**src/hw/ebox_cfg.svh**
```systemverilog
`ifndef EBOX_CFG_SVH
`define EBOX_CFG_SVH

// ======================================================================
// Word and address widths of the execution box
// ======================================================================

// data word, bit 0 is the most significant.
`define EBOX_WORD 36

// fast memory holds sixteen accumulators.
`define EBOX_AC_COUNT 16
`define EBOX_AC_BITS 4

// micro-address width, giving a sixteen word control store.
`define EBOX_UADR_BITS 4

// the dispatch word that every instruction starts from.
`define EBOX_UADR_ENTRY 0

`endif

```
**src/hw/eboxPkg.sv**
```systemverilog
package eboxPkg;

  // ======================================================================
  // Instruction opcodes, taken from bits 0..3 of the instruction word
  // ======================================================================
  typedef enum logic [3:0] {
    opMove = 4'd0, // AC gets E.
    opAdd  = 4'd1,
    opSub  = 4'd2,
    opAnd  = 4'd3,
    opIor  = 4'd4,
    opXor  = 4'd5  // codes above this one are illegal.
  } tInstOp;

  // ======================================================================
  // Micro-operations held in the control store
  // ======================================================================
  typedef enum logic [1:0] {
    uNop      = 2'd0,
    uReadAc   = 2'd1, // BR gets the addressed accumulator.
    uLoadAr   = 2'd2, // AR gets E.
    uAluWrite = 2'd3  // AD result goes back to the accumulator.
  } tMicroOp;

  // sequencer states.
  typedef enum logic [1:0] {
    sIdle = 2'd0,
    sRun  = 2'd1,
    sDone = 2'd2
  } tCraState;

endpackage

```
**src/hw/ir.sv**
```systemverilog
`timescale 1ns/1ps
`include "ebox_cfg.svh"

module ir(
  input  logic                     eboxClk,
  input  logic                     rstN,
  input  logic                     loadIr,
  input  logic [0:`EBOX_WORD-1]    inst,
  output eboxPkg::tInstOp          irOp,
  output logic [0:`EBOX_AC_BITS-1] irAc,
  output logic [0:`EBOX_WORD-1]    irE,
  output logic                     irIllegal
);

  logic opLegal;

  always_comb begin
    case (eboxPkg::tInstOp'(inst[0:3]))
      eboxPkg::opMove, eboxPkg::opAdd, eboxPkg::opSub,
      eboxPkg::opAnd, eboxPkg::opIor, eboxPkg::opXor: opLegal = 1'b1;
      default: opLegal = 1'b0;
    endcase
  end

  always_ff @(posedge eboxClk) begin
    if (!rstN) begin
      irIllegal <= 1'b0;
    end else if (loadIr) begin
      irIllegal <= !opLegal; // the only place where the opcode range is checked.
    end
  end

  always_ff @(posedge eboxClk) begin
    if (loadIr) begin
      irOp <= eboxPkg::tInstOp'(inst[0:3]);
      irAc <= inst[9:12];
      irE  <= {{(`EBOX_WORD-18){1'b0}}, inst[18:`EBOX_WORD-1]}; // E is zero-extended.
    end
  end

endmodule

```
**src/hw/cra.sv**
```systemverilog
`timescale 1ns/1ps
`include "ebox_cfg.svh"

module cra(
  input  logic                       eboxClk,
  input  logic                       rstN,
  input  logic                       instStrobe,
  input  logic [0:`EBOX_UADR_BITS-1] uNext,
  input  eboxPkg::tMicroOp           uOp,
  output logic [0:`EBOX_UADR_BITS-1] uAdr,
  output logic                       loadIr,
  output logic                       busy
);

  eboxPkg::tCraState state;

  always_ff @(posedge eboxClk) begin
    if (!rstN) begin
      state  <= eboxPkg::sIdle;
      uAdr   <= `EBOX_UADR_BITS'(`EBOX_UADR_ENTRY);
      loadIr <= 1'b0;
      busy   <= 1'b0;
    end else begin
      loadIr <= 1'b0;
      case (state)
        eboxPkg::sIdle, eboxPkg::sDone: begin
          state <= eboxPkg::sIdle;
          if (instStrobe) begin
            loadIr <= 1'b1; // ir takes the word on the next edge.
            state  <= eboxPkg::sRun;
            uAdr   <= `EBOX_UADR_BITS'(`EBOX_UADR_ENTRY);
          end
        end
        eboxPkg::sRun: begin
          uAdr <= uNext;
          busy <= 1'b1;
          if (uOp == eboxPkg::uAluWrite) begin
            busy  <= 1'b0; // the last step, a new strobe can follow.
            state <= eboxPkg::sDone;
          end
        end
        default: begin
          state <= eboxPkg::sIdle;
          busy  <= 1'b0;
        end
      endcase
    end
  end

  // dispatch, read, load and write leave busy high for three cycles.
  assert property (@(posedge eboxClk) disable iff (!rstN) $rose(busy) |-> ##3 !busy)
    else $error("busy held past the end of the micro-sequence");

endmodule

```
**src/hw/crm.sv**
```systemverilog
`timescale 1ns/1ps
`include "ebox_cfg.svh"

module crm(
  input  logic [0:`EBOX_UADR_BITS-1] uAdr,
  output eboxPkg::tMicroOp           uOp,
  output logic [0:`EBOX_UADR_BITS-1] uNext
);

  // ======================================================================
  // Control store layout
  // ======================================================================
  localparam logic [0:`EBOX_UADR_BITS-1] uaDispatch =
    `EBOX_UADR_BITS'(`EBOX_UADR_ENTRY);
  localparam logic [0:`EBOX_UADR_BITS-1] uaReadAc   = uaDispatch + 1'b1;
  localparam logic [0:`EBOX_UADR_BITS-1] uaLoadAr   = uaReadAc + 1'b1;
  localparam logic [0:`EBOX_UADR_BITS-1] uaAluWrite = uaLoadAr + 1'b1;

  always_comb begin
    uOp   = eboxPkg::uNop;
    uNext = uaDispatch; // unused words fall back to the entry.
    case (uAdr)
      uaDispatch: begin
        uOp   = eboxPkg::uNop; // ir is loading during this word.
        uNext = uaReadAc;
      end
      uaReadAc: begin
        uOp   = eboxPkg::uReadAc;
        uNext = uaLoadAr;
      end
      uaLoadAr: begin
        uOp   = eboxPkg::uLoadAr;
        uNext = uaAluWrite;
      end
      uaAluWrite: begin
        uOp   = eboxPkg::uAluWrite;
        uNext = uaDispatch;
      end
      default: begin
        uOp   = eboxPkg::uNop;
        uNext = uaDispatch;
      end
    endcase
  end

endmodule

```
**src/hw/edp.sv**
```systemverilog
`timescale 1ns/1ps
`include "ebox_cfg.svh"

module edp(
  input  logic                     eboxClk,
  input  logic                     rstN,
  input  eboxPkg::tMicroOp         uOp,
  input  eboxPkg::tInstOp          irOp,
  input  logic [0:`EBOX_AC_BITS-1] irAc,
  input  logic [0:`EBOX_WORD-1]    irE,
  input  logic                     irIllegal,
  input  logic [0:`EBOX_WORD-1]    fmReadData,
  output logic [0:`EBOX_AC_BITS-1] fmAdr,
  output logic                     fmWrite,
  output logic [0:`EBOX_WORD-1]    fmWriteData,
  output logic                     done,
  output logic                     resultZero,
  output logic                     carry0,
  output logic                     setOverflow,
  output logic                     setIllegal
);

  logic [0:`EBOX_WORD-1] ar;
  logic [0:`EBOX_WORD-1] br;
  logic [0:`EBOX_WORD-1] ad;
  logic                  adCarry;
  logic                  adOverflow;
  logic                  aluStep;

  // ======================================================================
  // AR and BR
  // ======================================================================
  always_ff @(posedge eboxClk) begin
    if (uOp == eboxPkg::uReadAc) br <= fmReadData;
    if (uOp == eboxPkg::uLoadAr) ar <= irE;
  end

  // ======================================================================
  // AD adder and logic unit
  // ======================================================================
  always_comb begin
    ad         = '0;
    adCarry    = 1'b0;
    adOverflow = 1'b0;
    case (irOp)
      eboxPkg::opMove: ad = ar;
      eboxPkg::opAdd: begin
        {adCarry, ad} = {1'b0, br} + {1'b0, ar};
        adOverflow    = (br[0] == ar[0]) && (ad[0] != br[0]);
      end
      eboxPkg::opSub: begin
        {adCarry, ad} = {1'b0, br} + {1'b0, ~ar} + 1'b1; // BR plus twos complement of AR.
        adOverflow    = (br[0] != ar[0]) && (ad[0] != br[0]);
      end
      eboxPkg::opAnd: ad = br & ar;
      eboxPkg::opIor: ad = br | ar;
      eboxPkg::opXor: ad = br ^ ar;
      default: ad = '0;
    endcase
  end

  assign aluStep     = (uOp == eboxPkg::uAluWrite);
  assign fmAdr       = irAc;
  assign fmWrite     = aluStep && !irIllegal; // illegal opcodes leave the AC alone.
  assign fmWriteData = ad;
  assign setOverflow = aluStep && !irIllegal && adOverflow;
  assign setIllegal  = aluStep && irIllegal;

  always_ff @(posedge eboxClk) begin
    if (!rstN) begin
      done       <= 1'b0;
      resultZero <= 1'b0;
      carry0     <= 1'b0;
    end else begin
      done <= aluStep;
      if (aluStep) begin
        resultZero <= !irIllegal && (ad == '0);
        carry0     <= !irIllegal && adCarry;
      end
    end
  end

  // the write step must be followed by a done pulse of exactly one cycle.
  assert property (@(posedge eboxClk) disable iff (!rstN) fmWrite |=> done ##1 !done)
    else $error("accumulator write not followed by a single done pulse");

endmodule

```
**src/hw/fm.sv**
```systemverilog
`timescale 1ns/1ps
`include "ebox_cfg.svh"

module fm(
  input  logic                     eboxClk,
  input  logic                     rstN,
  input  logic [0:`EBOX_AC_BITS-1] fmAdr,
  input  logic                     fmWrite,
  input  logic [0:`EBOX_WORD-1]    fmWriteData,
  output logic [0:`EBOX_WORD-1]    fmReadData,
  input  logic                     busy,
  input  logic                     diagWrite,
  input  logic [0:`EBOX_AC_BITS-1] diagAdr,
  input  logic [0:`EBOX_WORD-1]    diagData,
  output logic [0:`EBOX_WORD-1]    diagReadData
);

  logic [0:`EBOX_WORD-1] acs [0:`EBOX_AC_COUNT-1];

  always_ff @(posedge eboxClk) begin
    if (!rstN) begin
      for (int i = 0; i < `EBOX_AC_COUNT; i++) begin
        acs[i] <= '0; // accumulators come up cleared.
      end
    end else if (fmWrite) begin
      acs[fmAdr] <= fmWriteData;
    end else if (diagWrite && !busy) begin
      acs[diagAdr] <= diagData;
    end
  end

  assign fmReadData = acs[fmAdr];

  always_ff @(posedge eboxClk) begin
    diagReadData <= acs[diagAdr]; // old contents, as of this edge.
  end

endmodule

```
**src/hw/apr.sv**
```systemverilog
`timescale 1ns/1ps

module apr(
  input  logic eboxClk,
  input  logic rstN,
  input  logic setOverflow,
  input  logic setIllegal,
  input  logic diagClearFlags,
  output logic overflowFlag,
  output logic illegalFlag,
  output logic anyEboxError
);

  // ======================================================================
  // Sticky status flags
  // ======================================================================
  always_ff @(posedge eboxClk) begin
    if (!rstN) begin
      overflowFlag <= 1'b0;
      illegalFlag  <= 1'b0;
    end else begin
      // a set on the same edge as a clear wins.
      overflowFlag <= setOverflow || (overflowFlag && !diagClearFlags);
      illegalFlag  <= setIllegal || (illegalFlag && !diagClearFlags);
    end
  end

  assign anyEboxError = overflowFlag || illegalFlag;

endmodule

```
**src/hw/ebox.sv**
```systemverilog
`timescale 1ns/1ps
`include "ebox_cfg.svh"

module ebox(
  input  logic                     eboxClk,
  input  logic                     rstN,
  input  logic                     instStrobe,
  input  logic [0:`EBOX_WORD-1]    inst,
  input  logic                     diagWrite,
  input  logic [0:`EBOX_AC_BITS-1] diagAdr,
  input  logic [0:`EBOX_WORD-1]    diagData,
  input  logic                     diagClearFlags,
  output logic                     busy,
  output logic                     done,
  output logic                     resultZero,
  output logic                     carry0,
  output logic [0:`EBOX_WORD-1]    diagReadData,
  output logic                     overflowFlag,
  output logic                     illegalFlag,
  output logic                     anyEboxError
);

  // ======================================================================
  // Internal nets
  // ======================================================================
  logic                       loadIr;
  eboxPkg::tInstOp            irOp;
  logic [0:`EBOX_AC_BITS-1]   irAc;
  logic [0:`EBOX_WORD-1]      irE;
  logic                       irIllegal;
  logic [0:`EBOX_UADR_BITS-1] uAdr;
  logic [0:`EBOX_UADR_BITS-1] uNext;
  eboxPkg::tMicroOp           uOp;
  logic [0:`EBOX_AC_BITS-1]   fmAdr;
  logic                       fmWrite;
  logic [0:`EBOX_WORD-1]      fmWriteData;
  logic [0:`EBOX_WORD-1]      fmReadData;
  logic                       setOverflow;
  logic                       setIllegal;

  ir ir0(.eboxClk, .rstN, .loadIr, .inst, .irOp, .irAc, .irE, .irIllegal);

  cra cra0(.eboxClk, .rstN, .instStrobe, .uNext, .uOp, .uAdr, .loadIr, .busy);

  crm crm0(.uAdr, .uOp, .uNext);

  edp edp0(.eboxClk, .rstN, .uOp, .irOp, .irAc, .irE, .irIllegal, .fmReadData,
           .fmAdr, .fmWrite, .fmWriteData, .done, .resultZero, .carry0,
           .setOverflow, .setIllegal);

  fm fm0(.eboxClk, .rstN, .fmAdr, .fmWrite, .fmWriteData, .fmReadData, .busy,
         .diagWrite, .diagAdr, .diagData, .diagReadData);

  apr apr0(.eboxClk, .rstN, .setOverflow, .setIllegal, .diagClearFlags,
           .overflowFlag, .illegalFlag, .anyEboxError);

endmodule

```
**config.mk**
```make
export PLATFORM = sky130hd
export DESIGN_NAME = ebox
export DESIGN_NICKNAME = d
export VERILOG_FILES = /design/src/hw/eboxPkg.sv /design/src/hw/ir.sv /design/src/hw/cra.sv /design/src/hw/crm.sv /design/src/hw/edp.sv /design/src/hw/fm.sv /design/src/hw/apr.sv /design/src/hw/ebox.sv
export VERILOG_INCLUDE_DIRS = /design/src /design/src/hw
export SDC_FILE = /design/constraint.sdc
export NUM_CORES = 1
export LEC_CHECK = 0
export CORE_MARGIN = 10
export CORE_UTILIZATION = 59
export CTS_CLUSTER_DIAMETER = 200
export DETAILED_ROUTE_END_ITERATION = 8
export DONT_BUFFER_PORTS = 1
export PLACE_DENSITY = 0.75
export SYNTH_ARGS = -nofsm -noshare
export SYNTH_HDL_FRONTEND = slang
export SYNTH_SLANG_ARGS = --single-unit
```
**constraint.sdc**
```tcl
create_clock -name eboxClk -period 8.9 [get_ports eboxClk]
set_clock_uncertainty 0.2 [all_clocks]
set_input_delay 0.89 -clock eboxClk [delete_from_list [all_inputs] [get_ports eboxClk]]
set_output_delay 0.89 -clock eboxClk [all_outputs]
set_load 0.005 [all_outputs]
```
==> run summary <==
synthesized-area fraction occupied by adder cells: 0.02352
Die Y: 271.6 um
vias in the first global route: 26240
PnR worst setup slack: 2861 ps
maximum number of pins on one net before global-route repair: 149
Syn. warnings: 0
FILL cells: 4460
Hold Fails Final Rpt: 0
Initial Util: 0.5943
I/O pin count: 124
die area: 73770 um2
f_max: 165.6 MHz
WL/cell: 34.15 um
distinct cell type count after synthesis: 105
Fin Setup TNS: 0 ps
slew margin rel.: 0.08158
# clock sinks: 704
FF+latch area: 20660 um2
crit path kind: flip-flop to flip-flop
drt drc: 0
Pwr Density: 192.2 nW/um2
grt total ovfl: 0
compound-cell area share of the yosys netlist: 0.05782
Synth area leader: edfxtp_1
multi-input logic area: 15620 um2
CP top delay family: compound AO/OA/AOI/OAI gates
clock latency on the worst-skew pair: 650 ps
VDD IR max: 0.0001959 V
Core Region: 62850 um2
CTS max path bufs: 3
WHS: 138.3 ps
initial DRC count: 4012
Arr. time, crit path: 6360 ps
total CTS buffers: 76
Mean Syn Cell Area: 13.85 um2
Horiz. Die Dim: 271.6 um
total of max-cap violations: 0
Lkg Pwr: 14.00 nW
Post-CTS Setup Inserts: 0
xor-xnor portion of the synthesized cell area: 0.0004690
Synth Cell Area: 37350 um2
placed insts: 3382
1st-pass router iterations: 8
placed standard-cell area: 38080 um2
synth top area cells: edfxtp_1 53%, mux4_2 22%, nor2_1 6.6%, dfxtp_1 2.6%, ha_1 2.2%
unrepaired setup endpoints after global routing: no
clk slew on worst S/H paths: 60 ps
area growth from synthesis to layout: 8.388%
period utilization: 0.6785
Slew Viols, Final: 0
syn nets: 2847
FP Rows: 92
dpl ws: 2936 ps
Simple-Gate Fraction of Synth Area: 0.1107
sequential share of the synthesized area: 0.5531
hpwl dp: 69.51 mm
crit start category: flip-flop
Finished Cell Area: 40490 um2
Synth top area share: 0.5274
first-pass GRT wire length: 174.0 mm
initial antenna violation count: 7
CP endpoint kind: flip-flop
critical path's most frequent cell: nor3_1
Post-synth ARST share: 0
IO Port Bufs: 0
Final Non-Filler Cells: 3526
CP Buf/Inv Count: 1
flops & latches, synth: 704
vias per inst: 7.298
CTS tree: done
clock root buffer: clkbuf_16
CP max stage cell: a221oi_1
nets: 2764
CTS Hold Bufs: 0
CP Max Fanout: 6
share of layout cells above drive strength 1: 0.2321
critical-path cell list: inv_1 -> ha_1 -> or2_1 -> a2111o_1 -> a31oi_2 -> a21oi_2 -> o41ai_4 -> nor3_1 -> and2_1 -> ha_1 -> a221oi_1 -> nand3_1 -> nor3_1 -> nand3_1 -> nor3_1 -> nand4b_1 -> or4_1 -> o31ai_2
post-CTS sizing: 0
Syn Inst Count: 2697
Worst Path Required: 9220 ps
H-tree depth: 3
minimum clock period: 6039 ps
WL final: 120.4 mm
EDFF count, synth: 656
status: finished clean
Worst Hold Class: input port to flip-flop
ANT nets after route: 0
most frequent cells in the layout: 656 x edfxtp_1, 655 x nor2_1, 360 x mux4_2
all-layer global routing usage: 0.3237
ys flop type: edfxtp_1
Worst Max-Slew Pin Slew: 1368 ps
commonest non-fill, non-tap cell in the layout: edfxtp_1
Via Count: 25730
Final Setup Violations: 0
mux cell area share after synthesis: 0.2222
slowest stage delay, CP: 770 ps
largest family of logic cells by synthesized area: multiplexers
GPL Wtd Cong: 0.9243
[report_power, final]
| group | switching [mW] | total [mW] | internal [mW] | leakage (nW) |
|---|---|---|---|---|
| registers | 0.0975 | 3.87 | 3.77 | 7.10 |
| logic | 0.511 | 0.843 | 0.332 | 5.74 |
| clock network | 1.34 | 3.07 | 1.73 | 1.16 |
| total | 1.95 | 7.78 | 5.83 | 14.0 |
[routing by layer]
layer  global-route usage  vias to the layer above  routed length (um)
met2               0.5223                     2173               57390
met3              0.09021                      495               17320
met5                    0                        -                  13
li1                     -                    10230                   -
met1               0.3934                    12840               38100
met4               0.1760                        2                7574
[worst register-to-register path, delay by kind of cell (launching register included)]
kind / cells / cell delay (ps)
adders and majority gates: 2 / 610
AOI/OAI and AO/OA: 6 / 2490
and+or+nand+nor: 9 / 2070
DFF: 1 / 490
buffers and inverters: 1 / 90
[flip-flops by register name (all words and copies together) (netlist names)]
name / count
apr0.illegalFlag: 1
apr0.overflowFlag: 1
cra0.busy: 1
cra0.loadIr: 1
cra0.state: 2
cra0.uAdr: 2
edp0.ar: 18
edp0.br: 36
edp0.carry0: 1
edp0.done: 1
edp0.resultZero: 1
fm0.acs: 576
fm0.diagReadData: 36
ir0.irAc: 4
ir0.irE: 18
ir0.irIllegal: 1
ir0.irOp: 4
[through the flow]
stage / util / power [mW]
final: 0.6442 / 7.783
after global routing: 0.6441 / 7.969
after CTS: 0.6439 / 7.766
after detailed placement: 0.6059 / 4.751
after global placement: 0.6059 / 4.722
after floorplan: - / 4.494
[final timing paths]
kind / start / end / slack, ps / cells past startpoint
hold reg to reg: ir0.irE[25] / edp0.ar[25] / 220 / 0
setup / recovery: edp0.br[34] / edp0.resultZero / 2860 / 18
hold / removal: inst[12] / ir0.irAc[3] / 140 / 0
setup reg to reg: edp0.br[34] / edp0.resultZero / 2860 / 18
[layout make-up]
type                    count  area share
clock inverters            35    0.008128
flip-flops and latches    704      0.5103
well taps                 846     0.02615
clock buffers             104     0.05087
inverters                  62    0.005748
repair buffers             66     0.01255
multi-input cells        1704      0.3859
diodes                      5   0.0003091
[cell families (layout without fill, tap and decap cells)]
family          count (synthesis)  after routing
compound gates                301            301
xor+xnor                        2              2
flops                         704            704
other cells                     0              5
simple gates                  953            953
fa+ha+maj                      69             69
mux                           379            379
buf+inv                       289            267
[Yosys cell counts (all sizes together) (10+ instances only)]
| master | n |
|---|---|
| edfxtp | 656 |
| nor2 | 656 |
| mux4 | 360 |
| clkbuf | 168 |
| nand2 | 100 |
| a21oi | 68 |
| ha | 67 |
| o21ai | 66 |
| inv | 62 |
| buf | 58 |
| dfxtp | 48 |
| nor3 | 37 |
| nand3 | 28 |
| mux2i | 18 |
| nand2b | 18 |
| nor4 | 17 |
| o211ai | 17 |
| nor2b | 16 |
| a221oi | 14 |
| o31ai | 14 |
| or2 | 13 |
| or3 | 12 |
| a31oi | 11 |
| o21a | 10 |
Note: power is estimated with default switching activity, not from simulation.
